## config.mk

```make
export PLATFORM = sky130hd
export DESIGN_NAME = icb_read_master
export DESIGN_NICKNAME = d
export VERILOG_FILES = /design/src/logic/ia_loader_pkg.sv /design/src/logic/icb_read_master.sv
export VERILOG_INCLUDE_DIRS = /design/src /design/src/logic
export SDC_FILE = /design/constraint.sdc
export NUM_CORES = 1
export LEC_CHECK = 0
export ABC_AREA = 1
export BUFFER_PORTS_ARGS = -buffer_cell sky130_fd_sc_hd__buf_2
export CORE_MARGIN = 2
export CORE_UTILIZATION = 35
export DETAILED_ROUTE_END_ITERATION = 7
export MAX_ROUTING_LAYER = met4
export RECOVER_POWER = 25
export SLEW_MARGIN = 20
export SYNTH_ARGS = -nofsm -noshare
export SYNTH_HDL_FRONTEND = slang
export SYNTH_SLANG_ARGS = --single-unit
```

## constraint.sdc

```tcl
create_clock -name clk -period 2.3 [get_ports clk]
set_input_delay 0.345 -clock clk [delete_from_list [all_inputs] [get_ports clk]]
set_output_delay 0.345 -clock clk [all_outputs]
set_load 0.02 [all_outputs]
```

## src/logic/ia_loader_macros.svh

```systemverilog
`ifndef IA_LOADER_MACROS_SVH
`define IA_LOADER_MACROS_SVH

// array geometry
`define IA_SIZE       16
`define IA_SIZE_LOG2  4

// element and register widths
`define IA_DATA_W     16  // one element sent to the array
`define IA_REG_W      32  // config fields and addresses

// ICB read side, 32-bit bus only
`define IA_BUS_W      32
`define IA_BEAT_BYTES 4
`define IA_LEN_W      4   // burst length minus one

`endif

```

## src/logic/ia_loader_pkg.sv

```systemverilog
`default_nettype none
`include "ia_loader_macros.svh"

package ia_loader_pkg;

    typedef logic signed [7:0]            s8_t;
    typedef logic signed [`IA_DATA_W-1:0] ia_elem_t;
    typedef ia_elem_t [`IA_SIZE-1:0]      ia_row_t;   // element 0 in the low bits
    typedef ia_elem_t [`IA_BEAT_BYTES-1:0] ia_lanes_t; // unpacked beat, one lane per byte slot

    // raw config as presented with init_cfg
    typedef struct packed {
        logic [`IA_REG_W-1:0]        k;           // ia rows
        logic [`IA_REG_W-1:0]        n;           // ia cols
        logic [`IA_REG_W-1:0]        m;           // oa cols, sets the sweep repeat count
        logic [`IA_REG_W-1:0]        base;
        logic [`IA_REG_W-1:0]        stride;      // bytes between matrix rows
        logic signed [`IA_REG_W-1:0] zp;
        logic                        use_16bits;  // 1 = s16, 0 = s8
    } ia_cfg_t;

    // current tile, as seen by the loader datapath
    typedef struct packed {
        logic [`IA_SIZE_LOG2:0]      valid_rows;  // 1..SIZE
        logic [`IA_LEN_W-1:0]        beats;       // per row
        logic [`IA_REG_W-1:0]        addr;
        logic [`IA_REG_W-1:0]        stride;
        logic signed [`IA_REG_W-1:0] zp;
        logic                        use_16bits;
        logic                        first_col;
        logic                        last_col;
        logic                        last_tile;
    } tile_info_t;

    typedef struct packed {
        logic [`IA_REG_W-1:0] addr;
        logic [`IA_LEN_W-1:0] len;  // beats - 1
    } icb_cmd_t;

    // one response beat, read as s8 or s16 lanes
    typedef union packed {
        s8_t [`IA_BEAT_BYTES-1:0]        s8;
        ia_elem_t [`IA_BEAT_BYTES/2-1:0] s16;
    } rsp_word_u;

endpackage

`default_nettype wire

```

## src/logic/icb_read_master.sv

```systemverilog
`timescale 1ns/1ps
`default_nettype none
`include "ia_loader_macros.svh"

module icb_read_master
    import ia_loader_pkg::*;
(
    input  logic       clk,
    input  logic       rst_n,
    input  logic       load_en,
    input  tile_info_t tile_info,
    input  logic       icb_cmd_ready,
    output logic       icb_cmd_valid,
    output icb_cmd_t   icb_cmd
);

    logic [`IA_SIZE_LOG2:0] row_cnt;   // rows put on the bus so far
    logic [`IA_REG_W-1:0]   row_addr;
    logic                   more_rows;

    assign more_rows = (row_cnt < tile_info.valid_rows);

    always_ff @(posedge clk or negedge rst_n) begin
        if (!rst_n) begin
            icb_cmd_valid <= 1'b0;
            row_cnt       <= '0;
            row_addr      <= '0;
        end else if (!load_en) begin
            icb_cmd_valid <= 1'b0;
            row_cnt       <= '0;
            row_addr      <= tile_info.addr;  // first row of the next tile
        end else if (!icb_cmd_valid || icb_cmd_ready) begin
            // slot free, either idle or the held command just went
            if (icb_cmd_valid) row_addr <= row_addr + tile_info.stride;
            icb_cmd_valid <= more_rows;
            if (more_rows) row_cnt <= row_cnt + 1'b1;
        end
    end

    assign icb_cmd.addr = row_addr;
    assign icb_cmd.len  = tile_info.beats - 1'b1;  // same length for every row of a tile

endmodule

`default_nettype wire

```

### Yosys cells after proc, flatten, opt, wreduce, memory -nomap -nowiden

Cells that the tools add are included.

| storage, ports and cells | value |
|---|---|
| register bits after elaboration | 38 |
| input bits | 113 |
| output and inout bits | 37 |
| word-level logic and storage cells | 22 |

| cells by class | value |
|---|---|
| $add $sub $neg | 3 |
| $lt $le $gt $ge | 1 |
| equal/unequal tests | 3 |
| multiplexer cells | 8 |
| reductions and logical operators | 4 |

Operators by type and width:

| kind | count |
|---|---|
| $mux 32 | 3 |
| $add 32x32->32 | 1 |
| $mux 5 | 3 |
| $ne 2x1->1 const B | 3 |
| $add 5x1->5 const B | 1 |
| $lt 5x5->1 | 1 |
| $reduce_and 2->1 | 2 |
| $sub 4x1->4 const B | 1 |
| $mux 1 | 2 |
| $logic_not 1->1 | 1 |
| $logic_or 1x1->1 | 1 |

### Depth between registers and ports, before layout

| depth | value |
|---|---|
| depth after elaboration | 4 |
| gate-level depth with buffers | 14 |
| depth with buffers taken out | 14 |

### Worst setup path after synthesis

Ideal clock, no wire load.

| path | value |
|---|---|
| path type | reg2reg |
| start point | register row_addr[0] |
| end point | register row_addr[18] |
| setup time | 116 ps |
| arrival time | 1857 ps |
| required time | 2184 ps |
| path slack | 327 ps |
| cell stages (with the launch flop) | 15 |
| path buffers | 0 |
| period minus slack after synthesis | 1973 ps |
| cells stage by stage | dfrtp_1 -> ha_1 -> fa_1 -> nand3_1 -> nand3_2 -> nand2_1 -> nand2_1 -> nand2_1 -> nand2_1 -> nand2_1 -> nand2_1 -> nand2_1 -> nand3_1 -> nand2_1 -> nand2_1 |

| on the way | value |
|---|---|
| word-level cells in the longest chain between the ends | 4 |

Ends and longest elaborated chain:

| item | RTL line | RTL |
|---|---|---|
| from (decl) | icb_read_master.sv:18 | `` logic [`IA_REG_W-1:0] row_addr; `` |
| from (signal assigned) | icb_read_master.sv:31 | `row_addr <= tile_info.addr;` |
| from (signal assigned) | icb_read_master.sv:34 | `if (icb_cmd_valid) row_addr <= row_addr + tile_info.stride;` |
| $add 32x32->32 | icb_read_master.sv:34 |  |
| $mux 32 | icb_read_master.sv:34 |  |
| $mux 32 | icb_read_master.sv:32 | `end else if (!icb_cmd_valid \|\| icb_cmd_ready) begin` |
| $mux 32 | icb_read_master.sv:28 | `end else if (!load_en) begin` |

Every way passes these cells. The select of a mux whose other input is x is not followed.
A chain may end at the register's enable or synchronous reset.

### Worst setup path in the final report

Ends and elaborated chain as after synthesis.

==> metrics.yaml <==
setup_path:
  r2r_start: "row_addr[0]"
  regToRegSetupSlack_ps: 180
  r2r_end: "row_addr[18]"
  cp_slowest_cell: "dfrtp_1"
  r2r_cells: 14
  critPathMaxStageDelay_ps: 400
  cp_common_cell: "nand2_1"
  crit_type: "reg -> reg"
  crit_chain: "ha_1, fa_2, nand3_1, nand3_2, nand2_1, nand2_1, nand2_1, nand2_2, nand2_1, nand2_1, nand2_1, nand3_1, nand2_1, nand2_1"
  cp-start-kind: "flip-flop"
  worstPathArrival_ps: 2310
  required_ps: 2490
  endpoint_kind: "flip-flop"
  worstPathMaxFanout: 4
synth:
  yosysTopAreaCell: "dfrtp_1"
  synth_cells: 651
  ys_ff_latch: 38
  synth_edf_count: 0
  synth_cell_types: 35
  ys_seq_area_share_pct: 23.33
  synth.top_cell.area_share_pct: 23.33
  synthTopCellsByArea: "dfrtp_1, nand2_1, ha_1"
  ys_async_sr_fraction_pct: 100.0
  synth.avg_cell_area_sq_um: 6.260
  synth_nets: 802
  ys_top_cells_by_count: "nand2_1, inv_1, nor2_1"
  ys_dominant_reg_cell: "dfrtp_1"
  yosysWarnings: 0
  synthesis.area_sq_um: 4075
  synth_most_common_cell: "nand2_1"
clock_tree:
  holdBufCountCts: 0
  cts_buffer_depth: 2
  cts.clk_slew.worst_paths_ps: 70
  cts-root-buf: "clkbuf_16"
  cts_made_buffers: 5
  worstSkewPairLatency_ps: 290
  cts_tree: "yes"
  cts.sinks: 38
  htree_levels: 2
route:
  drc: 0
  vias: 4426
  antenna_left: 0
  drt_iter0_markers: 210
  dr.pass1.iters: 4
  viasPerCell: 4.853
  finalWirelength_microns: 12680
  wl_per_cell_microns: 13.91
floorplanning:
  io_pins: 150
  die_w_microns: 111.9
  initial_core_util_pct: 35.84
  fp.coreArea_sq_um: 11370
  die_h_microns: 111.9
  std_cell_rows: 39
  die_area_sq_um: 12520
global_routing:
  grt_pass1_wl_microns: 20900
  grt_pass1_vias: 4356
  grt_max_degree: 30
  track_usage_pct: 21.17
  grt_overflow: 0
  antenna_found_initial: 0
layout:
  multi_input_area_sq_um: 2725
  final_area_sq_um: 5014
  seqCellArea_sq_um: 950.9
  final_nets: 919
  stdcell_count: 912
  diodes: 0
  drive_gt1_share_pct: 19.77
  area_growth_pct: 23.03
  nFillCells: 1266
sta:
  setup_viol: 0
  setup_tns_ps: 0
  finalCritPeriodShare_pct: 92.18
  clock_skew_ps: 3.244
  finalHoldViolCount: 0
  slew_headroom_pct: 22.08
  tightest_slew_ps: 1169
  drv_slew: 0
  whs_ps: 264.1
  clock.fmax_mhz: 471.7
  finalCriticalPeriod_ps: 2120
  rsz0062_at_grt: "false"
power_and_ir_drop:
  vdd_drop_max_v: 0.0003223
  leakage_nw: 2.840
  powerDensity_nw_per_um2: 758.8
hold_path:
  hp-class: "in -> reg"
  holdPathStages: 3
  worstHoldStart: "tile_info[89]"
  hold-path-endpoint: "row_addr[21]"
place:
  place_congestion: 0.9200
  place_inst: 904
  io_buffers: 113
  place_area_sq_um: 4846
  dpl.hpwl_microns: 10450
job:
  max_cap_viol_count: 0
run_status:
  outcome: "complete, no violations"
-- what timing repair did --
action	in CTS	in global routing
endpoints found under the setup margin	0	3
buffers inserted	0	0
gates resized for setup	0	2
-- worst max-delay path by stage --
stage,slack [ps],to,startpoint
after floorplan,330,row_addr[18],row_addr[0]
after global placement,70,row_addr[18],tile_info[36]
after detailed placement,30,row_addr[18],tile_info[36]
after CTS,70,row_addr[18],row_addr[0]
after global routing,20,row_addr[18],row_addr[0]
final,180,row_addr[18],row_addr[0]
-- through the flow --
| step | setup slack (ps) | total power, mW | utilization [%] |
|---|---|---|---|
| final | 179.9 | 3.804 | 44.10 |
| after global placement | 73.70 | 2.941 | 42.62 |
| after CTS | 71.66 | 3.820 | 44.12 |
| after floorplan | 326.8 | 2.353 | - |
| after global routing | 19.44 | 4.130 | 44.10 |
| after detailed placement | 25.59 | 2.963 | 42.62 |
-- layout make-up --
class	instances	share of cell area (%)
Tap cell	143	3.569
Clock inverter	3	0.8984
Multi-Input combinational cell	508	54.35
Inverter	96	7.187
Sequential cell	38	18.97
Clock buffer	5	2.496
Timing Repair Buffer	119	12.53
-- per-layer routing --
metal	share of wire, %	track usage [%]	vias up	wire length [microns]
met1	50	29.73	1996	6308
met3	5.3	2.286	8	674
li1	-	-	2303	-
met2	44	33.01	119	5569
met4	1.0	4.691	0	131
met5	0	-	-	0
-- layout by cell type (no fill, tap or decap), types with 3 or more instances in the layout --
cell type,n
nand3_2,4
nand3b_1,8
nand4_1,3
xnor2_1,9
dfrtp_1,38
nand3_1,35
o21ai_0,15
nor2_1,62
nor2_2,4
ha_1,37
a21oi_1,28
o21ai_1,4
xor2_1,9
o21bai_1,9
nor3_2,3
nand2_1,236
buf_2,113
clkbuf_16,5
nor3_1,4
a22o_1,11
inv_1,93
nand2_2,9
o211ai_1,8
-- flip-flops by register name (all words and copies together), names as in the netlist --
| signal | flops |
|---|---|
| row_addr | 32 |
| row_cnt | 5 |
| icb_cmd_valid | 1 |
-- worst max-delay path, delay by kind of cell (launching register included) --
kind | cells | cell delay (ps)
fa+ha+maj | 2 | 590
flops | 1 | 400
simple gates | 12 | 1020
-- power by group --
part           internal (mW)  switching, mW  total, mW
combinational          0.736           1.31       2.05
sequential             0.796          0.120      0.916
clock                  0.513          0.327      0.840
total                   2.04           1.76       3.80
-- cell families (layout without fill, tap and decap cells) --
family | after synthesis | count (layout) | synth area share (%)
and+or+nand+nor | 371 | 371 | 38.56
buffers and inverters | 105 | 223 | 9.917
AOI/OAI and AO/OA | 81 | 81 | 12.47
adders and majority gates | 38 | 38 | 11.85
DFF | 38 | 38 | 23.33
xor gates and xnor gates | 18 | 18 | 3.869
Note: power is estimated with default switching activity, not from simulation.
