[src/logic/ia_loader_macros.svh]
`ifndef IA_LOADER_MACROS_SVH
`define IA_LOADER_MACROS_SVH

// array geometry
`define IA_SIZE       16
`define IA_SIZE_LOG2  4

// element and register widths
`define IA_DATA_W     16  // one element sent to the array
`define IA_REG_W      32  // config fields and addresses

// ICB read side, 32-bit bus only
`define IA_BUS_W      32
`define IA_BEAT_BYTES 4
`define IA_LEN_W      4   // burst length minus one

`endif

[src/logic/ia_loader_pkg.sv]
`default_nettype none
`include "ia_loader_macros.svh"

package ia_loader_pkg;

    typedef logic signed [7:0]            s8_t;
    typedef logic signed [`IA_DATA_W-1:0] ia_elem_t;
    typedef ia_elem_t [`IA_SIZE-1:0]      ia_row_t;   // element 0 in the low bits
    typedef ia_elem_t [`IA_BEAT_BYTES-1:0] ia_lanes_t; // unpacked beat, one lane per byte slot

    // raw config as presented with init_cfg
    typedef struct packed {
        logic [`IA_REG_W-1:0]        k;           // ia rows
        logic [`IA_REG_W-1:0]        n;           // ia cols
        logic [`IA_REG_W-1:0]        m;           // oa cols, sets the sweep repeat count
        logic [`IA_REG_W-1:0]        base;
        logic [`IA_REG_W-1:0]        stride;      // bytes between matrix rows
        logic signed [`IA_REG_W-1:0] zp;
        logic                        use_16bits;  // 1 = s16, 0 = s8
    } ia_cfg_t;

    // current tile, as seen by the loader datapath
    typedef struct packed {
        logic [`IA_SIZE_LOG2:0]      valid_rows;  // 1..SIZE
        logic [`IA_LEN_W-1:0]        beats;       // per row
        logic [`IA_REG_W-1:0]        addr;
        logic [`IA_REG_W-1:0]        stride;
        logic signed [`IA_REG_W-1:0] zp;
        logic                        use_16bits;
        logic                        first_col;
        logic                        last_col;
        logic                        last_tile;
    } tile_info_t;

    typedef struct packed {
        logic [`IA_REG_W-1:0] addr;
        logic [`IA_LEN_W-1:0] len;  // beats - 1
    } icb_cmd_t;

    // one response beat, read as s8 or s16 lanes
    typedef union packed {
        s8_t [`IA_BEAT_BYTES-1:0]        s8;
        ia_elem_t [`IA_BEAT_BYTES/2-1:0] s16;
    } rsp_word_u;

endpackage

`default_nettype wire

[src/logic/tile_row_buffer.sv]
`timescale 1ns/1ps
`default_nettype none
`include "ia_loader_macros.svh"

module tile_row_buffer
    import ia_loader_pkg::*;
(
    input  logic                      clk,
    input  logic                      rst_n,
    input  logic                      wr_en,
    input  logic [`IA_SIZE_LOG2-1:0]  wr_row,
    input  logic [`IA_SIZE_LOG2-1:0]  wr_col,
    input  ia_lanes_t                 wr_data,
    input  logic [`IA_BEAT_BYTES-1:0] wr_mask,
    input  logic                      send_start,
    input  tile_info_t                tile_info,
    output ia_row_t                   ia_out,
    output logic                      ia_row_valid,
    output logic                      ia_is_init_data,
    output logic                      ia_calc_done,
    output logic                      ia_sending_done
);

    ia_row_t                mem [`IA_SIZE];
    logic [`IA_SIZE_LOG2:0] send_cnt;  // row on ia_out
    logic                   sending;

    // tile storage, one beat of lanes per write
    always_ff @(posedge clk) begin
        if (wr_en) begin
            for (int i = 0; i < `IA_BEAT_BYTES; i++) begin
                if (wr_mask[i]) mem[wr_row][wr_col + 4'(i)] <= wr_data[i];
            end
        end
    end

    // ==================================================================
    // play out, one row per cycle, done right after the last row
    // ==================================================================
    always_ff @(posedge clk or negedge rst_n) begin
        if (!rst_n) begin
            sending         <= 1'b0;
            send_cnt        <= '0;
            ia_sending_done <= 1'b0;
        end else begin
            ia_sending_done <= 1'b0;
            if (send_start) begin
                sending  <= 1'b1;
                send_cnt <= '0;
            end else if (sending) begin
                send_cnt <= send_cnt + 1'b1;
                if (send_cnt == tile_info.valid_rows - 1'b1) begin
                    sending         <= 1'b0;
                    ia_sending_done <= 1'b1;
                end
            end
        end
    end

    assign ia_out          = mem[send_cnt[`IA_SIZE_LOG2-1:0]];
    assign ia_row_valid    = sending;
    assign ia_is_init_data = sending && tile_info.first_col;  // tile info holds until done
    assign ia_calc_done    = sending && tile_info.last_col;

endmodule

`default_nettype wire

[config.mk]
export PLATFORM = sky130hd
export DESIGN_NAME = tile_row_buffer
export DESIGN_NICKNAME = d
export VERILOG_FILES = /design/src/logic/ia_loader_pkg.sv /design/src/logic/tile_row_buffer.sv
export VERILOG_INCLUDE_DIRS = /design/src /design/src/logic
export SDC_FILE = /design/constraint.sdc
export NUM_CORES = 2
export LEC_CHECK = 0
export ABC_AREA = 0
export BUFFER_PORTS_ARGS = -buffer_cell sky130_fd_sc_hd__buf_2
export CAP_MARGIN = 10
export CELL_PAD_IN_SITES_DETAIL_PLACEMENT = 1
export CELL_PAD_IN_SITES_GLOBAL_PLACEMENT = 1
export CORE_MARGIN = 2
export CORE_UTILIZATION = 55
export DETAILED_ROUTE_END_ITERATION = 8
export GPL_TIMING_DRIVEN = 0
export PLACE_DENSITY = 0.88
export REMOVE_ABC_BUFFERS = 1
export SLEW_MARGIN = 10
export SYNTH_ARGS = -nofsm -noshare
export SYNTH_HDL_FRONTEND = slang
export SYNTH_SLANG_ARGS = --single-unit
[constraint.sdc]
create_clock -name clk -period 3.5 [get_ports clk]
set_clock_uncertainty 0.05 [all_clocks]
set_input_delay 0.7 -clock clk [delete_from_list [all_inputs] [get_ports clk]]
set_output_delay 0.7 -clock clk [all_outputs]
set_load 0.05 [all_outputs]
==> metrics.yaml, run 1 <==
gp_congestion: 0.868
synth_cell_types: 73
grt_max_degree: 69
synth.yosys.seq_area_share_pct: 74.1
syn_inst: 8512
antenna_found_initial: 169
numClockSinks: 4103
ys.flop_type: "edfxtp_1"
root_buffer: "clkbuf_16"
numPortBuffers: 346
dpl.hpwl_um: 342000
async_reset_ff_share_pct: 0.171
ys_ff_latch: 4103
synth.cell_area_mm2: 0.166
grt-ovfl-total: 163
grt.total_usage_pct: 72.1
cts_made_buffers: 401
worst-ep-kind: "top-level output"
flow.stopped_at: "global routing (5_1_grt)"
cts_buffer_depth: 4
worst_endpoint: "ia_out[165]"
floorplan.initialDensity_pct: 55.4
die_h_um: 554
yosysWarnings: 0
rows: 201
yosysMostFrequentCell: "edfxtp_1"
synth_commonest_cells: "edfxtp_1 (4,096), mux4_2 (1,024), nor2_1 (494)"
ios: 449
placedCellCount: 12700
status: "stopped before the end"
htreeDepth: 5
yosysTopAreaCellShare_pct: 74.0
synth.avg_cell_area_um2: 19.5
yosys.area.top_type: "edfxtp_1"
die_w_um: 554
synth.area.top_cells: "edfxtp_1 (74%), mux4_2 (14%), a211oi_1 (1.7%)"
firstError: "[ERROR GRT-0232] Routing congestion too high. Check the congestion heatmap in the GUI."
synth_edf_count: 4096
[routing by layer]
| metal | GRT overflow | track usage, % |
|---|---|---|
| met4 | 65 | 69.0 |
| met2 | 58 | 85.7 |
| met1 | 17 | 71.5 |
| met3 | 21 | 60.8 |
| met5 | 2 | 44.7 |
[stage by stage]
step                      instance area, um^2  hold slack (ps)  util (%)  setup slack [ps]
after floorplan                        163000              354         -            -39310
after global placement                 170000              482      56.7            -57350
after detailed placement               180000              492      60.0             -3120
after CTS                              203000             67.1      67.7             -1240
[repair_timing]
| action | CTS |
|---|---|
| setup buffers | 201 |
| endpoints found under the setup margin | 8120 |
| endpoints found under the hold margin | 13 |
| pin swaps | 173 |
| hold buffers | 3 |
| gates cloned | 120 |
| resized for setup | 1064 |
[cells by family after synthesis]
group / Yosys count / synth area share (%)
AO/OA/AOI/OAI: 1112 / 4.67
XOR/XNOR: 11 / 0.0805
adder cells (fa/ha/maj): 4 / 0.0301
buffers and inverters: 651 / 1.66
flip-flops: 4103 / 74.1
multiplexers: 1282 / 15.4
AND/OR/NAND/NOR: 1349 / 4.03
==> inputs of run 2 (changes only) <==
- CELL_PAD_IN_SITES_DETAIL_PLACEMENT: 1 -> default
- CELL_PAD_IN_SITES_GLOBAL_PLACEMENT: 1 -> default
- CORE_UTILIZATION: 55 -> 40
- PLACE_DENSITY: 0.88 -> default
- PLACE_DENSITY_LB_ADDON: default -> 0.15
==> run 2 against run 1 <==
Net effect:
- the flow now finishes, with violations (design-rule violations, negative setup slack)
- synthesized area is the same
- synthesized cell count is the same
==> metrics.yaml, run 2 <==
power_density_mw_per_mm2: 577
crit_path_end_kind: "primary output"
yosys.area.top_type: "edfxtp_1"
relSlewSlack_pct: 12.4
critPathArrivalTime_ps: 4010
finish.instance_area_mm2: 0.209
wl_met2_um: 256000
placed_area_mm2: 0.182  # +1.2%
fillCellCount: 33000
clkLatencyLatePin_ps: 1000
via_per_inst: 5.98
gp_congestion: 0.865  # -0.37%
synth.avg_cell_area_um2: 19.5  # unchanged
drt_iter0_markers: 10000
r2r_cells: 6
final_cells: 15400
finalCritPeriodShare_pct: 136
syn_to_final_growth_pct: 25.7
synthMuxAreaShare_pct: 15.4  # unchanged
synth-xor-area-share_pct: 0.0805  # unchanged
grt_max_degree: 69
static-leakage-power_nw: 65.5
preCtsSetupSlack_ps: -2930  # +191 ps
synth_compound_area_share_pct: 4.67  # unchanged
ys.flop_type: "edfxtp_1"
hold_viol: 0
most-common-layout-cells: "edfxtp_1 (4,096), mux4_2 (1,024), clkbuf_16 (450)"
cap_viol_max_count: 0
clk_pin_slew_ps: 70
remaining_drc_errors: 10
utilization_pct: 50.6
cts_tree: "built"
cts_buffer_depth: 4  # unchanged
synth_edf_count: 4096  # unchanged
crit_fanout: 8
final_common_cell: "edfxtp_1"
die_w_um: 649  # +17%
finalMaxSlewViolations: 0
core_mm2: 0.413
post-route-min-period_ps: 4760
htreeDepth: 5  # unchanged
wl_met1_um: 207000
worstMarginPinSlew_ps: 1310
synth_top_family_by_area: "multiplexers"
cp-startpoint: "send_cnt[0]"
ys_ff_latch: 4103  # unchanged
highest_layer: "met5"
critPathLaunchType: "flip-flop"
r2r_start: "send_cnt[0]"
antenna_left: 0
grt.total_usage_pct: 24.2
min_delay_path_depth: 4
grt-ovfl-total: 0
cts_made_buffers: 434  # +8.2%
syn_inst: 8512  # unchanged
numPortBuffers: 346  # unchanged
rr_endpoint: "ia_sending_done"
synth_simple_gate_area_share_pct: 4.03  # unchanged
grt_pass1_vias: 91700
finalSetupViolations: 1812
drive_gt1_share_pct: 40.2
floorplan.initialDensity_pct: 40.2  # -15 points
yosysWarnings: 0  # unchanged
dr.pass1.iters: 9
yosysMostFrequentCell: "edfxtp_1"
cp-endpoint: "ia_out[167]"
synth.area.top_cells: "edfxtp_1 (74%), mux4_2 (14%), a211oi_1 (1.7%)"
grt_setup_unrepaired: "yes"
antenna_found_initial: 47
nets: 9734
synth_commonest_cells: "edfxtp_1 (4,096), mux4_2 (1,024), nor2_1 (494)"
wl_met3_um: 40500
die_h_um: 649  # +17%
placedCellCount: 14100  # +12%
violations: "design-rule violations, negative setup slack"
synth.cell_area_mm2: 0.166  # unchanged
dpl.hpwl_um: 310000  # -9.2%
synth.yosys.seq_area_share_pct: 74.1  # unchanged
ios: 449  # unchanged
top_register: "mem"
dieArea_mm2: 0.421
async_reset_ff_share_pct: 0.171  # unchanged
grt_pass1_wl_um: 719000
rows: 236  # +17%
fmax_ghz: 0.210
cp_data_required_time_ps: 2750
fin_ws_ps: -1260
ff2ff_setup_slack_ps: 1620
timing.hold.ws_ps: 131
yosysTopAreaCellShare_pct: 74.0  # unchanged
wl_um: 524000
vias: 92300
numClockSinks: 4103  # unchanged
synth_cell_types: 73  # unchanged
hold_path.class: "input pin to flip-flop"
largest_reg_flops: 4096
synth_adder_area_share_pct: 0.0301  # unchanged
root_buffer: "clkbuf_16"
wl_per_cell_um: 34.0
status: "complete, but fails checks"
top_regs: "mem x4096, send_cnt x5"
critPathKind: "flip-flop to primary output"
ir_drop_mv: 0.476
run 2: cell counts after synthesis:
Identical to the previous run, type by type.
run 2: logic make-up after synthesis:
logic type / Yosys count
DFF: 4103
xor gates and xnor gates: 11
and+or+nand+nor: 1349
adders and majority gates: 4
buffers and inverters: 651
muxes: 1282
AOI/OAI and AO/OA: 1112
run 2: final cells by class:
class,count,area (um^2),share of cell area (%)
inverter,7,30.0,0.0144
timing repair buffer,1236,17100,8.19
clock inverter,269,2390,1.14
multi-input combinational,3759,48000,22.9
antenna,54,135,0.0647
clock buffer,531,11300,5.42
sequential,4103,123000,58.9
tap,5474,6850,3.28
run 2: worst max-delay path, stage by stage, from the launching register on:
cell and delay (ps):
dfrtp_4 520, buf_16 160, buf_16 130, buf_16 130, buf_16 140, buf_16 140
buf_16 130, buf_16 140, buf_16 150, buf_12 150, buf_16 140, mux4_2 460
a211oi_4 300, a21oi_2 90, buf_6 170
run 2: what timing repair did:
item,CTS,global route
cloned,92,13
endpoints found under the hold margin,13,0
buffers inserted,201,144
pin swaps,192,143
endpoints found under the setup margin,7255,7632
resized for setup,1120,451
hold buffers,3,0
run 2: worst min-delay path by stage:
stage,start,endpoint,slack (ps)
floorplan,rst_n,ia_row_valid,350
global placement,rst_n,ia_sending_done,490
detailed placement,rst_n,send_cnt[0],490
CTS,tile_info[104],ia_row_valid,60
global route,tile_info[104],ia_sending_done,120
finish,tile_info[104],ia_row_valid,130
run 2: power by group:
group	internal, W	switching [W]	total (W)
combinational	0.00892	0.0124	0.0213
sequential	0.0547	0.0000631	0.0547
clock	0.0252	0.0193	0.0445
run 2: layer usage:
metal | up-vias | GRT usage (%)
li1 | 37400 | -
met1 | 49700 | 32.0
met2 | 4049 | 39.7
met3 | 1081 | 5.32
met4 | 12 | 8.28
met5 | - | 0.0905
run 2: stage by stage:
step,power (W),setup TNS [ps]
after floorplan,0.0662,-
after global placement,0.0675,-
after detailed placement,0.0717,-
after CTS,0.120,-2129650
after global routing,0.124,-714860
final,0.121,-469080
Note: power is estimated with default switching activity, not from simulation.
