File: src/logic/ia_loader_macros.svh
`ifndef IA_LOADER_MACROS_SVH
`define IA_LOADER_MACROS_SVH

// array geometry
`define IA_SIZE       16
`define IA_SIZE_LOG2  4

// element and register widths
`define IA_DATA_W     16  // one element sent to the array
`define IA_REG_W      32  // config fields and addresses

// ICB read side, 32-bit bus only
`define IA_BUS_W      32
`define IA_BEAT_BYTES 4
`define IA_LEN_W      4   // burst length minus one

`endif

File: src/logic/ia_loader_pkg.sv
`default_nettype none
`include "ia_loader_macros.svh"

package ia_loader_pkg;

    typedef logic signed [7:0]            s8_t;
    typedef logic signed [`IA_DATA_W-1:0] ia_elem_t;
    typedef ia_elem_t [`IA_SIZE-1:0]      ia_row_t;   // element 0 in the low bits
    typedef ia_elem_t [`IA_BEAT_BYTES-1:0] ia_lanes_t; // unpacked beat, one lane per byte slot

    // raw config as presented with init_cfg
    typedef struct packed {
        logic [`IA_REG_W-1:0]        k;           // ia rows
        logic [`IA_REG_W-1:0]        n;           // ia cols
        logic [`IA_REG_W-1:0]        m;           // oa cols, sets the sweep repeat count
        logic [`IA_REG_W-1:0]        base;
        logic [`IA_REG_W-1:0]        stride;      // bytes between matrix rows
        logic signed [`IA_REG_W-1:0] zp;
        logic                        use_16bits;  // 1 = s16, 0 = s8
    } ia_cfg_t;

    // current tile, as seen by the loader datapath
    typedef struct packed {
        logic [`IA_SIZE_LOG2:0]      valid_rows;  // 1..SIZE
        logic [`IA_LEN_W-1:0]        beats;       // per row
        logic [`IA_REG_W-1:0]        addr;
        logic [`IA_REG_W-1:0]        stride;
        logic signed [`IA_REG_W-1:0] zp;
        logic                        use_16bits;
        logic                        first_col;
        logic                        last_col;
        logic                        last_tile;
    } tile_info_t;

    typedef struct packed {
        logic [`IA_REG_W-1:0] addr;
        logic [`IA_LEN_W-1:0] len;  // beats - 1
    } icb_cmd_t;

    // one response beat, read as s8 or s16 lanes
    typedef union packed {
        s8_t [`IA_BEAT_BYTES-1:0]        s8;
        ia_elem_t [`IA_BEAT_BYTES/2-1:0] s16;
    } rsp_word_u;

endpackage

`default_nettype wire

File: src/logic/rsp_unpacker.sv
`timescale 1ns/1ps
`default_nettype none
`include "ia_loader_macros.svh"

module rsp_unpacker
    import ia_loader_pkg::*;
(
    input  logic                        clk,
    input  logic                        rst_n,
    input  logic                        load_en,
    input  logic                        cfg_zp_16,      // element width, s16 when high
    input  logic signed [`IA_REG_W-1:0] zp,
    input  tile_info_t                  tile_info,
    input  logic                        icb_rsp_valid,
    input  rsp_word_u                   icb_rsp_rdata,
    output logic                        icb_rsp_ready,
    output logic                        wr_en,
    output logic [`IA_SIZE_LOG2-1:0]    wr_row,
    output logic [`IA_SIZE_LOG2-1:0]    wr_col,
    output ia_lanes_t                   wr_data,
    output logic [`IA_BEAT_BYTES-1:0]   wr_mask,
    output logic                        tile_loaded
);

    localparam logic signed [`IA_REG_W:0] MAX16 = 33'sd32767;
    localparam logic signed [`IA_REG_W:0] MIN16 = -33'sd32768;

    logic                      rsp_hs;
    logic                      last_beat, last_row;
    logic [`IA_LEN_W-1:0]      beat_cnt;
    logic [`IA_SIZE_LOG2-1:0]  row_cnt;

    // ==================================================================
    // beat and row position inside the tile
    // ==================================================================
    assign icb_rsp_ready = load_en;
    assign rsp_hs        = icb_rsp_valid && icb_rsp_ready;
    assign last_beat     = (beat_cnt == tile_info.beats - 1'b1);
    assign last_row      = ({1'b0, row_cnt} == tile_info.valid_rows - 1'b1);
    assign tile_loaded   = rsp_hs && last_beat && last_row;

    always_ff @(posedge clk or negedge rst_n) begin
        if (!rst_n) begin
            beat_cnt <= '0;
            row_cnt  <= '0;
        end else if (!load_en) begin
            beat_cnt <= '0;
            row_cnt  <= '0;
        end else if (rsp_hs) begin
            if (last_beat) begin
                beat_cnt <= '0;
                row_cnt  <= last_row ? '0 : row_cnt + 1'b1;
            end else begin
                beat_cnt <= beat_cnt + 1'b1;
            end
        end
    end

    // ==================================================================
    // lane decode, zero point, saturate
    // ==================================================================
    assign wr_en  = rsp_hs;
    assign wr_row = row_cnt;
    assign wr_col = cfg_zp_16 ? {beat_cnt[2:0], 1'b0} : {beat_cnt[1:0], 2'b00};

    always_comb begin
        for (int i = 0; i < `IA_BEAT_BYTES; i++) begin
            ia_elem_t                 elem;
            logic signed [`IA_REG_W:0] sum;

            if (cfg_zp_16) begin
                elem = icb_rsp_rdata.s16[i[0]];  // upper lanes masked off below
            end else begin
                elem = {{8{icb_rsp_rdata.s8[i][7]}}, icb_rsp_rdata.s8[i]};
            end
            sum = 33'(elem) + 33'(zp);           // one guard bit, no wrap
            if (sum > MAX16)      wr_data[i] = 16'sh7fff;
            else if (sum < MIN16) wr_data[i] = 16'sh8000;
            else                  wr_data[i] = sum[`IA_DATA_W-1:0];
            wr_mask[i] = (!cfg_zp_16 || i < `IA_BEAT_BYTES / 2) &&
                         ({1'b0, wr_col} + 5'(i) < 5'(`IA_SIZE));
        end
    end

endmodule

`default_nettype wire

File: config.mk
export PLATFORM = sky130hd
export DESIGN_NAME = rsp_unpacker
export DESIGN_NICKNAME = d
export VERILOG_FILES = /design/src/logic/ia_loader_pkg.sv /design/src/logic/rsp_unpacker.sv
export VERILOG_INCLUDE_DIRS = /design/src /design/src/logic
export SDC_FILE = /design/constraint.sdc
export NUM_CORES = 1
export LEC_CHECK = 0
export BUFFER_PORTS_ARGS = -buffer_cell sky130_fd_sc_hd__buf_2
export CAP_MARGIN = 20
export CORE_UTILIZATION = 35
export CTS_CLUSTER_DIAMETER = 80
export CTS_CLUSTER_SIZE = 12
export DETAILED_ROUTE_END_ITERATION = 7
export GPL_TIMING_DRIVEN = 0
export SYNTH_ARGS = -nofsm -noshare
export SYNTH_HDL_FRONTEND = slang
export SYNTH_SLANG_ARGS = --single-unit
File: constraint.sdc
create_clock -name clk -period 8.8 [get_ports clk]
set_input_delay 0.44 -clock clk [delete_from_list [all_inputs] [get_ports clk]]
set_output_delay 0.44 -clock clk [all_outputs]
set_load 0.05 [all_outputs]
Yosys cells after proc, flatten, opt, wreduce, memory -nomap -nowiden
Index checks and enable logic that the tools add are counted.
- output and inout port bits: 79
- input port bits: 178
- register bits after elaboration: 8
- add/subtract/negate cells: 11
- reduce and logical (&&, ||, !) cells: 7
- equality and inequality tests: 4
- magnitude comparators: 12
- multiplexer cells: 20
- operator list (kind ; count):
    2-to-1 mux 16 bit ; 11
    adder 16 x 32 -> 33 bit ; 4
    > comparator 33 x 16 -> 1 bit, second input constant ; 4
    < comparator 33 x 16 -> 1 bit, second input constant ; 4
    2-to-1 mux 4 bit ; 8
    < comparator 5 bit, second input constant ; 3
    2-to-1 mux 15 bit ; 1
    adder 4 x 2 -> 5 bit, second input constant ; 2
    adder 4 x 1 -> 4 bit, second input constant ; 2
    adder 4 x 1 -> 5 bit, second input constant ; 1
    equality test 4 x 5 -> 1 bit ; 1
    logical AND 1 bit ; 5
    < comparator 4 x 5 -> 1 bit, second input constant ; 1
    subtractor 5 x 1 -> 5 bit, second input constant ; 1
    equality test 4 bit ; 1
    inequality test 2 x 1 -> 1 bit, second input constant ; 2
    subtractor 4 x 1 -> 4 bit, second input constant ; 1
    AND reduction 2 bit ; 1
    logical NOT 1 bit ; 1

Logic depth before layout (Yosys ltp)
- depth after elaboration: 6
- mapped depth: 18
- depth with buffers taken out: 15

Least setup slack after synthesis
Ideal clock, no wire load.
- path type: input-to-output
- start: input port cfg_zp_16
- end: output port wr_data[39] (netlist name)
- setup slack: 2.911 ns
- stages on the path: 16
- data arrival time: 5.449 ns
- path buffers: 2
- data required time: 8.360 ns
- cells stage by stage: clkinv_1 nand2_1 nand2_1 ha_1 clkbuf_1 a21oi_1 o311ai_0 o21ai_0 a21boi_0 a31oi_1 a21boi_0 xnor2_1 nand4_1 o41a_1 clkbuf_1 o21ai_0
- RTL lines (element ; RTL line ; RTL):
    start, declared ; rsp_unpacker.sv:11 ; input logic cfg_zp_16,
    end, declared ; rsp_unpacker.sv:20 ; output ia_lanes_t wr_data,

==> results.tsv <==
stage	metric	value	unit
synth	post-synthesis sequential area ratio	0.0211	
placement	DP Area	10700	µm²
clocking	maximum clock path buffer count	2	
route	DRC Markers	0	
timing	final setup fails	0	
pwr	Leak Pwr	4.83	nW
placement	dpl hpwl	28800	µm
hold_path	Hold/Removal Path Class	in -> async	
synth	Synth top area share	0.174	
placement	global placer's final weighted congestion	0.918	
critical_path	Crit. End Element	output port	
clocking	post-CTS sizing	0	
critical_path	CP startpoint kind	primary input	
clocking	CTS tree	done	
clocking	Hold-fix buffers, CTS	0	
timing	Worst Skew	0.00186	ns
timing	Final Cycle Share	0.765	
grt	first-pass GRT wire length	52900	µm
layout	Layout area overhead	13.3	%
critical_path	worst-path fanout max	17	
layout	final instance area	10800	µm²
timing	fin crit period	6.73	ns
grt	largest net degree at the start of global routing	20	
clocking	postcts setup bufs	0	
synth	area leader, netlist	ha_1	
critical_path	Data required, critical path	8.36	ns
timing	Max Slew Vio Count	0	
timing	Max-slew headroom	0.300	
synth	Synth Warn #	0	
route	drt via density	5.87	
clocking	clk root buf	clkbuf_16	
layout	Multi-input gate area	8790	µm²
placement	Port Buffer Count	153	
synth	FF+latch count, synth	8	
route	Initial DRC Count	803	
route	routed wire length	33500	µm
timing	Fin Setup TNS	0	ns
die	core area	26400	µm²
layout	ratio of cells with drive above 1 in the final layout	0.133	
grt	gr ovfl total	0	
critical_path	cells on worst reg2reg path	7	
critical_path	FF-to-FF setup slack	6.74	ns
layout	Total Nets Final	1905	
synth	Netlist cell types	87	
pwr	PD cells	127	nW/µm²
synth	Cell Area, Synth	9500	µm²
route	vias post-DR	11300	
grt	GR Util met1	0.327	
outcome	status	complete, no violations	
die	Starting Density	0.361	
timing	final hold slack	0.0440	ns
die	I/O pin count	257	
pwr	total power	1.37	mW
clocking	Clock Pin Slew Worst Setup and Hold Paths	0.04	ns
layout	register area	200	µm²
die	Core Rows	59	
timing	Fmax	0.149	GHz
route	first drt pass iteration count	7	
synth	top_reg_cell synth	dfrtp_1	
placement	dpl cells	1921	
critical_path	CP arrival	6.29	ns
synth	top cells by area, synth	ha_1, a21oi_1, nand2_1	
grt	gr usage total	0.229	
critical_path	critical path class	in -> out	
layout	non-filler cells, final	1925	
synth	Async S/R FF share, synth	1.00	
critical_path	R2R Path End	wr_row[2]$_DFFE_PN0P_	
grt	grt met3 use	0.0169	
timing	Final Hold Viols	0	
route	Final ANT Viol Nets	0	
grt	met2 Use GR	0.383	
run	Max Cap Viol	0	
route	post-DR wirelength/cell	17.4	µm
synth	syn_area_per_cell	6.64	µm²
critical_path	Reg2Reg Launch Point	beat_cnt[3]$_DFFE_PN0P_	
grt	vias in the first global route	10200	
die	die width	167	µm
synth	EDFF count, synth	0	
synth	Post-Synthesis Cells	1432	
die	Die Height	167	µm
grt	busiest metal layer after global routing	met2	
clocking	Sink Count	8	
die	Die ar.	27800	µm²
clocking	H-tree levels	1	
synth	Synth top cells by count	nand2_1, a21oi_1, ha_1	
pwr	Worst VDD drop	0.124	mV
clocking	clock latency on the worst-skew pair	0.23	ns
layout	FILL cells	2852	
grt	initial antenna violation count	1	
clocking	CTS Buf Count	3	
synth	most frequent cell after synthesis	nand2_1	
timing	slew of the pin with the lowest slew margin	1.02	ns
timing	RSZ-0062 raised after global routing	false	
[layout by cell type (no fill, tap or decap), types with 8 or more instances in the layout]
cell	n
nor4_1	17
a2111oi_0	8
a21boi_0	9
a211o_1	9
xor2_1	48
nand2b_1	19
o211ai_1	26
or2_2	8
nor2b_1	15
a211oi_1	24
or3_1	14
nand4_1	36
clkbuf_1	44
buf_2	159
nor2_1	74
o21a_1	28
o21ai_0	124
a21o_1	45
xnor2_1	52
ha_1	132
o31ai_1	11
nand3_1	42
nand2_1	186
a21oi_2	11
and3_1	18
a21oi_1	142
dfrtp_1	8
a31oi_1	18
inv_1	65
nor3_1	32
and2_1	18
o21ai_1	11
[power by group]
part | switching [mW] | internal (mW)
Sequential | 0.00168 | 0.0381
Combinational | 0.859 | 0.395
Clock | 0.0177 | 0.0586
[worst max-delay path, stage by stage]
cell and delay [ns]:
buf_2 0.11, buf_1 0.40, clkbuf_1 0.39, nand2_1 0.12, nand2_1 0.53, ha_1 0.35, clkbuf_1 0.21, a21oi_1 0.25
o311ai_0 0.15, o21ai_0 0.43, a21boi_0 0.44, a31oi_1 0.29, a21boi_0 0.29, xnor2_1 0.18, nand4_1 0.12, o41a_1 0.56
clkbuf_1 0.26, o21ai_0 0.41, buf_2 0.35
[state kept, by name, indices dropped and copies added, names as in the netlist]
name and flops:
wr_row 4, beat_cnt 4
[layout make-up]
| type | instances | area share |
|---|---|---|
| plain buffers | 60 | 0.0251 |
| clock buffers | 3 | 0.00697 |
| diodes | 1 | 0.000232 |
| well taps | 335 | 0.0389 |
| repair buffers | 153 | 0.0711 |
| flip-flops and latches | 8 | 0.0186 |
| multi-input cells | 1299 | 0.816 |
| inverters | 66 | 0.0230 |
[metal layers]
layer | wire (µm) | vias up
li1 | - | 5704
met1 | 16500 | 5226
met2 | 14900 | 342
met3 | 1670 | 35
met4 | 480 | 0
met5 | 0 | -
[logic make-up (layout without fill, tap and decap cells)]
family,after synthesis,count (layout),share of synthesized area
AO/OA/AOI/OAI,541,541,0.374
XOR/XNOR,100,100,0.0922
adder cells (fa/ha/maj),136,136,0.182
buffers and inverters,126,282,0.0545
flip-flops,8,8,0.0211
multiplexers,9,9,0.0104
other,2,4,0.000790
AND/OR/NAND/NOR,510,510,0.265
[how the worst max path moves through the flow]
stage / start / endpoint / slack (ns) / depth (start not counted)
3_3_place_gp: cfg_zp_16 / wr_data[39] / 2.16 / 19
3_5_place_dp: cfg_zp_16 / wr_data[46] / 2.18 / 19
6_report: cfg_zp_16 / wr_data[46] / 2.07 / 19
5_1_grt: cfg_zp_16 / wr_data[46] / 1.64 / 19
2_1_floorplan: cfg_zp_16 / wr_data[39] / 2.91 / 16
4_1_cts: cfg_zp_16 / wr_data[46] / 2.17 / 19
[metrics by stage]
step | utilization | worst slack, ns
6_report | 0.409 | 2.07
5_1_grt | 0.409 | 1.64
4_1_cts | 0.409 | 2.17
3_5_place_dp | 0.406 | 2.18
3_3_place_gp | 0.406 | 2.16
2_1_floorplan | - | 2.91
No activity file was read; power rests on OpenSTA's default activity.
