`config.mk`:
```
export PLATFORM = sky130hd
export DESIGN_NAME = ia_loader_fsm
export DESIGN_NICKNAME = d
export VERILOG_FILES = /design/src/logic/ia_loader_pkg.sv /design/src/logic/ia_loader_fsm.sv
export VERILOG_INCLUDE_DIRS = /design/src /design/src/logic
export SDC_FILE = /design/constraint.sdc
export NUM_CORES = 1
export LEC_CHECK = 0
export ABC_AREA = 1
export BUFFER_PORTS_ARGS = -buffer_cell sky130_fd_sc_hd__buf_2
export CAP_MARGIN = 20
export CELL_PAD_IN_SITES_DETAIL_PLACEMENT = 1
export CELL_PAD_IN_SITES_GLOBAL_PLACEMENT = 1
export CORE_ASPECT_RATIO = 0.9
export CORE_UTILIZATION = 10
export CTS_CLUSTER_DIAMETER = 150
export DETAILED_ROUTE_END_ITERATION = 12
export GPL_TIMING_DRIVEN = 0
export PLACE_DENSITY = 0.95
export SETUP_SLACK_MARGIN = 0.4
export SLEW_MARGIN = 20
export SYNTH_ARGS = -nofsm -noshare
export SYNTH_HDL_FRONTEND = slang
export SYNTH_SLANG_ARGS = --single-unit
```
`constraint.sdc`:
```
create_clock -name clk -period 3.5 [get_ports clk]
set_clock_uncertainty 0.05 [all_clocks]
set_input_delay 0.35 -clock clk [delete_from_list [all_inputs] [get_ports clk]]
set_output_delay 0.35 -clock clk [all_outputs]
set_load 0.02 [all_outputs]
```
`src/logic/ia_loader_macros.svh`:
```
`ifndef IA_LOADER_MACROS_SVH
`define IA_LOADER_MACROS_SVH

// array geometry
`define IA_SIZE       16
`define IA_SIZE_LOG2  4

// element and register widths
`define IA_DATA_W     16  // one element sent to the array
`define IA_REG_W      32  // config fields and addresses

// ICB read side, 32-bit bus only
`define IA_BUS_W      32
`define IA_BEAT_BYTES 4
`define IA_LEN_W      4   // burst length minus one

`endif

```
`src/logic/ia_loader_pkg.sv`:
```
`default_nettype none
`include "ia_loader_macros.svh"

package ia_loader_pkg;

    typedef logic signed [7:0]            s8_t;
    typedef logic signed [`IA_DATA_W-1:0] ia_elem_t;
    typedef ia_elem_t [`IA_SIZE-1:0]      ia_row_t;   // element 0 in the low bits
    typedef ia_elem_t [`IA_BEAT_BYTES-1:0] ia_lanes_t; // unpacked beat, one lane per byte slot

    // raw config as presented with init_cfg
    typedef struct packed {
        logic [`IA_REG_W-1:0]        k;           // ia rows
        logic [`IA_REG_W-1:0]        n;           // ia cols
        logic [`IA_REG_W-1:0]        m;           // oa cols, sets the sweep repeat count
        logic [`IA_REG_W-1:0]        base;
        logic [`IA_REG_W-1:0]        stride;      // bytes between matrix rows
        logic signed [`IA_REG_W-1:0] zp;
        logic                        use_16bits;  // 1 = s16, 0 = s8
    } ia_cfg_t;

    // current tile, as seen by the loader datapath
    typedef struct packed {
        logic [`IA_SIZE_LOG2:0]      valid_rows;  // 1..SIZE
        logic [`IA_LEN_W-1:0]        beats;       // per row
        logic [`IA_REG_W-1:0]        addr;
        logic [`IA_REG_W-1:0]        stride;
        logic signed [`IA_REG_W-1:0] zp;
        logic                        use_16bits;
        logic                        first_col;
        logic                        last_col;
        logic                        last_tile;
    } tile_info_t;

    typedef struct packed {
        logic [`IA_REG_W-1:0] addr;
        logic [`IA_LEN_W-1:0] len;  // beats - 1
    } icb_cmd_t;

    // one response beat, read as s8 or s16 lanes
    typedef union packed {
        s8_t [`IA_BEAT_BYTES-1:0]        s8;
        ia_elem_t [`IA_BEAT_BYTES/2-1:0] s16;
    } rsp_word_u;

endpackage

`default_nettype wire

```
`src/logic/ia_loader_fsm.sv`:
```
`timescale 1ns/1ps
`default_nettype none

module ia_loader_fsm
    import ia_loader_pkg::*;
(
    input  logic       clk,
    input  logic       rst_n,
    input  logic       init_cfg,
    input  logic       load_ia_granted,
    input  logic       send_ia_trigger,
    input  logic       tile_loaded,
    input  logic       ia_sending_done,
    input  tile_info_t tile_info,
    output logic       idle,
    output logic       load_ia_req,
    output logic       load_en,
    output logic       send_start,
    output logic       ia_data_valid
);

    typedef enum logic [1:0] {IDLE, REQ, LOAD, SEND} state_t;

    state_t state;

    always_ff @(posedge clk or negedge rst_n) begin
        if (!rst_n) begin
            state <= IDLE;
        end else begin
            case (state)
                IDLE: if (init_cfg) state <= REQ;
                REQ:  if (load_ia_granted) state <= LOAD;  // grant only counts here
                LOAD: if (tile_loaded) state <= SEND;
                SEND: begin
                    // walker steps on the same edge, so last_tile is still this tile
                    if (ia_sending_done) state <= tile_info.last_tile ? IDLE : REQ;
                end
                default: state <= IDLE;
            endcase
        end
    end

    // tile ready flag, dropped one cycle after the trigger is taken
    always_ff @(posedge clk or negedge rst_n) begin
        if (!rst_n) begin
            ia_data_valid <= 1'b0;
        end else if (state == LOAD && tile_loaded) begin
            ia_data_valid <= 1'b1;
        end else if (send_start) begin
            ia_data_valid <= 1'b0;
        end
    end

    assign idle        = (state == IDLE);
    assign load_ia_req = (state == REQ);
    assign load_en     = (state == LOAD);  // held for the whole load
    assign send_start  = (state == SEND) && ia_data_valid && send_ia_trigger;

endmodule

`default_nettype wire

```
### Word level (Yosys, flattened, before mapping)

Cells that the tools add are included.

* reductions and logical operators: 6
* mux-type cells: 8
* equal/unequal tests: 7

Operator list (number)
* two-way mux 2 bit: 4
* != test 2 bit, second input constant: 4
* case mux 2 bit (4 select lines): 1
* equality test 2 bit, second input constant: 2
* AND reduction 4 bit: 1
* logical AND 1 bit: 3
* two-way mux 1 bit: 3
* equality test 2 x 1 -> 1 bit, second input constant: 1
* logical NOT 2 bit: 1
* nonzero test 2 bit: 1

* output and inout bits: 5
* input port bits: 116
* word-level logic and storage cells: 23
* flip-flop bits (word level): 3

### Depth between registers and ports, before layout

Gate-level depths: netlist of the first run.

* depth after elaboration: 5
* gate-level depth with buffers: 7
* mapped depth without buffers: 7

### Worst setup path before layout of the first run

OpenSTA, ideal clock, no wires.

* path type: reg2out
* from: reg state[0]
* to: out send_start
* path buffers: 0
* required time: 3.100 ns
* slack: 2.180 ns
* arrival: 0.920 ns
* cell stages (with the launch flop): 4
* path through: dfrtp_1 ha_1 nand2_1 nor2_1

* longest elaborated chain between the ends: 3

Ends and longest elaborated chain
* start, declared: line ia_loader_fsm.sv:24 `state_t state;`
* start signal, assigned: line ia_loader_fsm.sv:36 `if (ia_sending_done) state <= tile_info.last_tile ? IDLE : REQ;`
* equality test 2 bit: line ia_loader_fsm.sv:57 `assign send_start = (state == SEND) && ia_data_valid && send_ia_trigger;`
* logical AND 1 bit (2 in a row): line ia_loader_fsm.sv:57
* end, declared: line ia_loader_fsm.sv:18 `output logic send_start,`

No other way between the ends.

### Worst setup path after layout of the first run

* from: reg state[1]
* to: out send_start

Same word-level chain as after synthesis.

==> run_results.csv, run 1 <==
group,metric,value,unit
final_layout,fin_nets,174,
setup_path,worst-path-buf-inv,1,
placement,placed_cell_area,358,µm²
setup_path,endpoint_kind,"primary output",
timing,min_period_over_period,0.468,
setup_path,path_delay_family,"flip-flops",
route,first_pass_iters,1,
logic_synthesis,synth.distinct_cells,11,
logic_synthesis,async_reset_ff_frac,1.00,
min_path,worstHoldPathType,"input pin to register",
timing,final_hold_viol_count,0,
clock_tree,cts_buffers,3,
timing,maxSlewViolCount,0,
logic_synthesis,ys_top_cells_by_count,"inv_1, nand2_1, ha_1",
clock_tree,clock_path_buffers,2,
final_layout,areaGrowthSynthToFinish,50.0,%
logic_synthesis,syn-num-nets,156,
setup_path,path_max_fanout,5,
floorplanning,die-area,0.00284,mm²
logic_synthesis,netlist_instances,36,
clock_tree,tritoncts,"yes",
logic_synthesis,ys_seq_area_frac,0.286,
clock_tree,htreeDepth,1,
setup_path,cp.arrival,1.24,ns
final_layout,utilization,0.160,
route,drt_iter0_markers,0,
min_path,hold_path_depth,3,
setup_path,crit_start,"state[1]",
timing,tightest_slew,0.175,ns
setup_path,cp_slowest_stage_delay,0.41,ns
global_routing,grt_antenna_before_repair,0,
logic_synthesis,synth_ff_type,"dfrtp_1",
min_path,worstHoldStart,"tile_loaded",
setup_path,reg2regPathDepth,6,
logic_synthesis,synth_edf_count,0,
route,vias,272,
global_routing,grt-ovfl-total,0,
timing,slew_headroom,0.883,
floorplanning,die_height,50.6,µm
final_layout,finalNonFillerCells,81,
clock_tree,insertion_delay,0.22,ns
timing,min_period,1.64,ns
route,drt-total-wl,705,µm
power,irDropWorstVdd,0.000120,V
setup_path,crit_slowest_cell,"dfrtp_1",
setup_path,critical_path_class,"register to primary output",
logic_synthesis,synth-seq-cells,3,
global_routing,grt_pass1_wl,1.32,mm
power,cellPowerDensity,848,mW/mm²
final_layout,nFillCells,312,
global_routing,grt_usage,0.0604,
floorplanning,core_area,0.00247,mm²
timing,rsz0062_at_grt,"false",
logic_synthesis,syn_avg_cell_area,7.30,µm²
timing,setup_ws,1.86,ns
setup_path,crit_chain,"ha_1 -> nand2_1 -> nor2_1 -> buf_2",
setup_path,start_kind,"register",
logic_synthesis,ys_warn_count,0,
setup_path,crit_cells,4,
outcome,status,"finished, final reports clean",
setup_path,endpoint,"send_start",
timing,setup_viol,0,
route,antenna_left,0,
logic_synthesis,synth_area_leaders,"dfrtp_1, ha_1, inv_1, nand2_1, nand2_2",
placement,place_inst,76,
logic_synthesis,synth_top_area_share,0.286,
clock_tree,cts_root_buf,"clkbuf_4",
floorplanning,io_pins,121,
logic_synthesis,synth_area,263,µm²
floorplanning,die_w,56.0,µm
global_routing,grt_pass1_vias,309,
setup_path,r2r-start,"state[0]",
timing,finalSetupTns,0,ns
floorplanning,rows,17,
setup_path,reg2reg_to,"state[1]",
logic_synthesis,synth_area_leader_cell,"dfrtp_1",
placement,routabilityCongestion,0.688,
final_layout,antenna_cells,0,
clock_tree,clk_pin_slew,0.04,ns
power,p_leak,0.232,nW
setup_path,rrSetupSlack,2.23,ns
route,drc,0,
global_routing,grt_start_max_net_pins,6,
clock_tree,ctsResizeCount,0,
final_layout,drive_gt1_frac,0.377,
placement,place_ws,2.08,ns
route,via_per_inst,3.36,
final_layout,design_area,394,µm²
floorplanning,initial_core_util,0.106,
clock_tree,clock-sinks,3,
placement,hpwlAfterDp,624,µm
setup_path,required,3.10,ns
route,wl_per_cell,8.70,µm
flow_run,drv_cap,0,
placement,io_buffers,12,
timing,fmax,611,MHz
## per-stage QoR
stage	power, W	hold slack, ns
3_3_place_gp	0.000267	0.0985
2_1_floorplan	0.000224	0.00441
5_1_grt	0.000376	0.344
6_report	0.000334	0.324
4_1_cts	0.000346	0.326
3_5_place_dp	0.000283	0.101
## logic make-up (layout without fill, tap and decap cells)
kind of cell / after synthesis / count (layout) / synth area share
buf+inv: 9 / 26 / 0.129
compound gates: 3 / 3 / 0.0571
fa+ha+maj: 4 / 4 / 0.190
simple gates: 17 / 17 / 0.338
flops: 3 / 3 / 0.286
## cells in the final DEF, fill, tap and decap left out, drive strengths merged
cell and instances:
buf 12, clkbuf 4, dfrtp 3, dlygate4sd3 1
ha 4, inv 9, nand2 13, nand3 2
nor2 2, o21ai 3
## repair_timing
action,CTS,global route
hold endpoints to repair,3,0
hold buffers,1,0
setup buffers,0,0
## worst min path at each step
stage	endpoint	slack [ns]
global route	ia_data_valid	0.34
CTS	ia_data_valid	0.33
detailed placement	ia_data_valid	0.10
finish	ia_data_valid	0.32
floorplan	ia_data_valid	0.004
global placement	ia_data_valid	0.1
## report_power, final
group          total (W)  internal (W)  switching [W]
combinational   0.000204     0.0000757       0.000128
sequential     0.0000717     0.0000531      0.0000186
clock          0.0000585     0.0000426      0.0000159
total           0.000334      0.000171       0.000163
## final cells by class
cell class,instances,area [µm²],area share
well taps,28,35.0,0.0889
flip-flops and latches,3,75.1,0.190
multi-input cells,24,154,0.390
repair buffers,13,70.1,0.178
clock buffers,4,26.3,0.0667
inverters,9,33.8,0.0857
## worst min-delay path: stages
cell     delay [ns]
buf_2          0.08
nand2_1        0.05
o21ai_0        0.07
## routing by layer
layer | track usage | vias up | share of wire
li1 | - | 140 | -
met1 | 0.0554 | 129 | 0.37
met2 | 0.117 | 3 | 0.59
met3 | 0.0258 | 0 | 0.031
met4 | 0.0244 | 0 | 0
met5 | 0 | - | 0
## flip-flops by register name, summed over array words and instances (netlist names)
signal	count
state	2
ia_data_valid	1
No activity file was read; power rests on OpenSTA's default activity.
==> inputs of run 2 (changes only) <==
==> constraint.sdc (replaced) <==
create_clock -name clk -period 1.3 [get_ports clk]
set_clock_uncertainty 0.05 [all_clocks]
set_input_delay 0.13 -clock clk [delete_from_list [all_inputs] [get_ports clk]]
set_output_delay 0.13 -clock clk [all_outputs]
set_load 0.02 [all_outputs]
==> run_results.csv, run 2 (synthesized netlist as in run 1, its figures left out) <==
group,metric,value,unit
floorplanning,initial_core_util,0.106,
floorplanning,core_area,0.00247,mm²
setup_path,endpoint_kind,"primary output",
final_layout,largest_reg_flops,2,
setup_path,start_kind,"register",
clock_tree,htreeDepth,1,
timing,finalSetupTns,0,ns
timing,final_hold_viol_count,0,
final_layout,areaGrowthSynthToFinish,110,%
timing,min_period_over_period,0.986,
final_layout,final_cell_mix,"inv_1, nand2_1, buf_2, buf_6",
route,antenna_left,0,
power,cellPowerDensity,2480,mW/mm²
timing,tightest_slew,0.151,ns
clock_tree,insertion_delay,0.23,ns
placement,io_buffers,12,
global_routing,grt-ovfl-total,0,
timing,hold_slack,0.106,ns
outcome,status,"finished, final reports clean",
route,first_pass_iters,1,
placement,placed_cell_area,409,µm²
placement,place_ws,0.0276,ns
route,drc,0,
floorplanning,die_w,56.0,µm
power,irDropWorstVdd,0.000538,V
power,p_leak,0.275,nW
global_routing,grt_usage,0.0626,
final_layout,reg_top3,"state x2, ia_data_valid x1",
clock_tree,cts_buffers,3,
placement,routabilityCongestion,0.764,
floorplanning,rows,17,
floorplanning,io_pins,121,
clock_tree,cts_root_buf,"clkbuf_4",
final_layout,regMostFlops,"state",
setup_path,required,1.12,ns
timing,setup_ws,0.0178,ns
final_layout,finalNonFillerCells,85,
floorplanning,die_height,50.6,µm
timing,fmax,780,MHz
floorplanning,die-area,0.00284,mm²
global_routing,grt_pass1_wl,1.22,mm
route,drt-total-wl,782,µm
global_routing,grt_pass1_vias,315,
final_layout,design_area,553,µm²
placement,place_inst,76,
setup_path,critical_path_class,"register to primary output",
timing,maxSlewViolCount,0,
timing,slew_headroom,0.899,
min_path,worstHoldPathType,"input pin to register",
route,wl_per_cell,9.20,µm
timing,setup_viol,0,
final_layout,fin_nets,178,
global_routing,grt_antenna_before_repair,0,
final_layout,drive_gt1_frac,0.649,
setup_path,path_max_fanout,4,
clock_tree,clk_pin_slew,0.04,ns
route,vias,286,
final_layout,antenna_cells,0,
route,drt_iter0_markers,0,
timing,rsz0062_at_grt,"true",
clock_tree,clock-sinks,3,
final_layout,nFillCells,293,
clock_tree,tritoncts,"yes",
flow_run,drv_cap,0,
route,via_per_inst,3.36,
setup_path,cp.arrival,1.10,ns
placement,hpwlAfterDp,536,µm
global_routing,grt_start_max_net_pins,5,
timing,min_period,1.28,ns
clock_tree,clock_path_buffers,2,
[run 2: cell types whose count changed in the layout (fill, tap and decap cells not counted), sizes merged]
cell,delta
buf,+4
[run 2: path summary, 6_finish.rpt]
path                               start  cells past startpoint       endpoint  slack [ns]
setup / recovery                state[0]                      3    load_ia_req        0.02
hold / removal               tile_loaded                      3  ia_data_valid        0.11
setup reg to reg                state[1]                      7       state[0]        0.08
hold reg to reg            ia_data_valid                      2  ia_data_valid        0.58
max in group asynchronous          rst_n                      2       state[0]        0.91
min in group asynchronous          rst_n                      2       state[1]        0.17
[run 2: layout make-up]
cell class	instances	area [µm²]	share of cell area
Multi-Input combinational cell	24	239	0.432
Tap cell	28	35.0	0.0633
Sequential cell	3	77.6	0.140
Inverter	9	36.3	0.0656
Clock buffer	4	26.3	0.0475
Timing Repair Buffer	17	139	0.251
[run 2: timing repair]
action / in CTS / in global routing
gates resized for setup: 19 / 2
buffers inserted: 4 / 0
hold endpoints to repair: 3 / 0
pin swaps: 5 / 1
hold buffers: 1 / 0
endpoints found under the setup margin: 8 / 8
[run 2: per-stage QoR]
| stage | util | power, W |
|---|---|---|
| CTS | 0.222 | 0.00134 |
| detailed placement | 0.166 | 0.000878 |
| floorplan | - | 0.000745 |
| finish | 0.224 | 0.00137 |
| global route | 0.224 | 0.00147 |
| global placement | 0.166 | 0.000840 |
[run 2: report_power, final]
part | total, W | leakage (nW) | switching (W) | internal, W
Sequential | 0.000221 | 0.0325 | 0.0000716 | 0.000149
Combinational | 0.000986 | 0.228 | 0.000501 | 0.000484
Clock | 0.000165 | 0.0150 | 0.0000497 | 0.000115
Total | 0.00137 | 0.275 | 0.000623 | 0.000749
[run 2: per-layer routing]
| metal | GRT usage | vias up | routed length [µm] | part of all wire |
|---|---|---|---|---|
| li1 | - | 147 | - | - |
| met4 | 0.0610 | 0 | 17 | 0.022 |
| met2 | 0.115 | 7 | 459 | 0.59 |
| met3 | 0.0232 | 2 | 40 | 0.051 |
| met5 | 0 | - | 0 | 0 |
| met1 | 0.0508 | 130 | 265 | 0.34 |
[run 2: critical path, stage by stage (launching register included)]
cell and delay (ns):
dfrtp_2 0.45, buf_6 0.14, ha_4 0.15, buf_6 0.12
==> inputs of run 3 (changes only) <==
--- a/config.mk
+++ b/config.mk
@@ -17,6 +17,7 @@
 export DETAILED_ROUTE_END_ITERATION = 12
 export GPL_TIMING_DRIVEN = 0
 export PLACE_DENSITY = 0.95
+export RECOVER_POWER = 100
 export SETUP_SLACK_MARGIN = 0.4
 export SLEW_MARGIN = 20
 export SYNTH_ARGS = -nofsm -noshare
==> run_results.csv, run 3 (synthesized netlist as in run 1, its figures left out) <==
group,metric,value,unit
timing,fmax,780,MHz
clock_tree,cts_root_buf,"clkbuf_4",
min_path,worstHoldPathType,"input pin to register",
setup_path,crit_start,"state[0]",
power,seqPwrFrac,0.161,
setup_path,critical_path_class,"register to primary output",
setup_path,required,1.12,ns
global_routing,grt_pass1_wl,1.22,mm
placement,place_inst,76,
power,p_leak,0.273,nW
global_routing,use_met1,0.0508,
final_layout,regMostFlops,"state",
clock_tree,clock-sinks,3,
setup_path,endpoint_kind,"primary output",
final_layout,drive_gt1_frac,0.632,
final_layout,final_cell_mix,"inv_1, nand2_1, buf_6",
route,antenna_left,0,
final_layout,largest_reg_flops,2,
clock_tree,cts_buffers,3,
clock_tree,tritoncts,"yes",
timing,min_period,1.28,ns
final_layout,nFillCells,294,
power,p_int,0.000748,W
clock_tree,clk_pin_slew,0.04,ns
timing,hold_slack,0.106,ns
power,power_frac_clock,0.120,
power,p_switching,0.000623,W
floorplanning,die_w,56.0,µm
timing,setup_ws,0.0178,ns
floorplanning,rows,17,
floorplanning,die_height,50.6,µm
placement,place_ws,0.0276,ns
global_routing,grt_use_met2,0.115,
timing,min_period_over_period,0.986,
setup_path,path_max_fanout,4,
flow_run,drv_cap,0,
timing,maxSlewViolCount,0,
route,first_pass_iters,1,
placement,io_buffers,12,
floorplanning,die-area,0.00284,mm²
clock_tree,htreeDepth,1,
setup_path,start_kind,"register",
timing,tightest_slew,0.158,ns
final_layout,antenna_cells,0,
setup_path,cp.arrival,1.10,ns
clock_tree,clock_path_buffers,2,
placement,hpwlAfterDp,536,µm
global_routing,grt_usage,0.0626,
setup_path,endpoint,"load_ia_req",
final_layout,fin_nets,178,
setup_path,rrSetupSlack,0.08,ns
power,power.share.combinational,0.719,
final_layout,reg_top3,"state x2, ia_data_valid x1",
power,switching_share,0.454,
timing,slew_headroom,0.894,
clock_tree,insertion_delay,0.23,ns
power,irDropWorstVdd,0.000538,V
route,drt-total-wl,782,µm
final_layout,areaGrowthSynthToFinish,110,%
global_routing,grt_antenna_before_repair,0,
global_routing,grtUsageMet3,0.0232,
global_routing,grt_pass1_vias,315,
setup_path,reg2regPathDepth,7,
route,via_per_inst,3.36,
timing,rsz0062_at_grt,"true",
floorplanning,core_area,0.00247,mm²
global_routing,busiest_layer,"met2",
route,drt_iter0_markers,0,
power,cellPowerDensity,2490,mW/mm²
floorplanning,initial_core_util,0.106,
floorplanning,io_pins,121,
setup_path,r2r-start,"state[1]",
route,wl_per_cell,9.20,µm
placement,routabilityCongestion,0.764,
route,vias,286,
final_layout,finalNonFillerCells,85,
timing,setup_viol,0,
outcome,status,"finished, final reports clean",
global_routing,grt_start_max_net_pins,5,
global_routing,grt-ovfl-total,0,
setup_path,reg2reg_to,"state[0]",
route,drc,0,
timing,final_hold_viol_count,0,
-- run 3: what timing repair did --
action,CTS,global route
pin swaps,5,1
hold buffers,1,0
buffers inserted,4,0
hold endpoints to repair,3,0
endpoints found under the setup margin,8,8
resized for setup,19,2
-- run 3: worst min-delay path by stage --
stage	cells after the start	end	slack, ns	start
6_report	3	ia_data_valid	0.11	tile_loaded
2_1_floorplan	0	ia_data_valid	-0.22	rst_n
5_1_grt	3	ia_data_valid	0.15	tile_loaded
4_1_cts	3	ia_data_valid	0.11	tile_loaded
3_5_place_dp	1	ia_data_valid	-0.12	rst_n
3_3_place_gp	1	ia_data_valid	-0.12	rst_n
-- run 3: worst max-delay path, cell delays in order, from the launching register on --
cell and delay [ns]:
dfrtp_2 0.45, buf_6 0.14, ha_4 0.15, buf_6 0.12
-- run 3: power groups by stage --
stage	logic (W)	clock network [W]	registers, W
after global placement	0.000626	0	0.000215
after global routing	0.00107	0.000174	0.000229
final	0.000985	0.000165	0.000221
after CTS	0.000955	0.000173	0.000218
after floorplan	0.000520	0	0.000225
after detailed placement	0.000661	0	0.000217
-- run 3: final cells by class --
type / instances / area (µm²) / share of cell area
clock buffer: 4 / 26.3 / 0.0476
inverter: 9 / 36.3 / 0.0658
multi-input combinational: 24 / 239 / 0.433
sequential: 3 / 77.6 / 0.141
tap: 28 / 35.0 / 0.0635
timing repair buffer: 17 / 138 / 0.249
-- run 3: routing by layer --
layer / vias to the layer above / routed length (µm)
li1: 147 / -
met1: 130 / 265
met2: 7 / 459
met3: 2 / 40
met4: 0 / 17
met5: - / 0
-- run 3: stage by stage --
| step | utilization | cell area [µm²] | TNS (ns) | power (W) |
|---|---|---|---|---|
| after floorplan | - | 314 | 0 | 0.000745 |
| final | 0.224 | 552 | 0 | 0.00137 |
| after global placement | 0.166 | 409 | 0 | 0.000840 |
| after CTS | 0.222 | 547 | 0 | 0.00134 |
| after global routing | 0.224 | 552 | -0.0226 | 0.00147 |
| after detailed placement | 0.166 | 409 | 0 | 0.000878 |
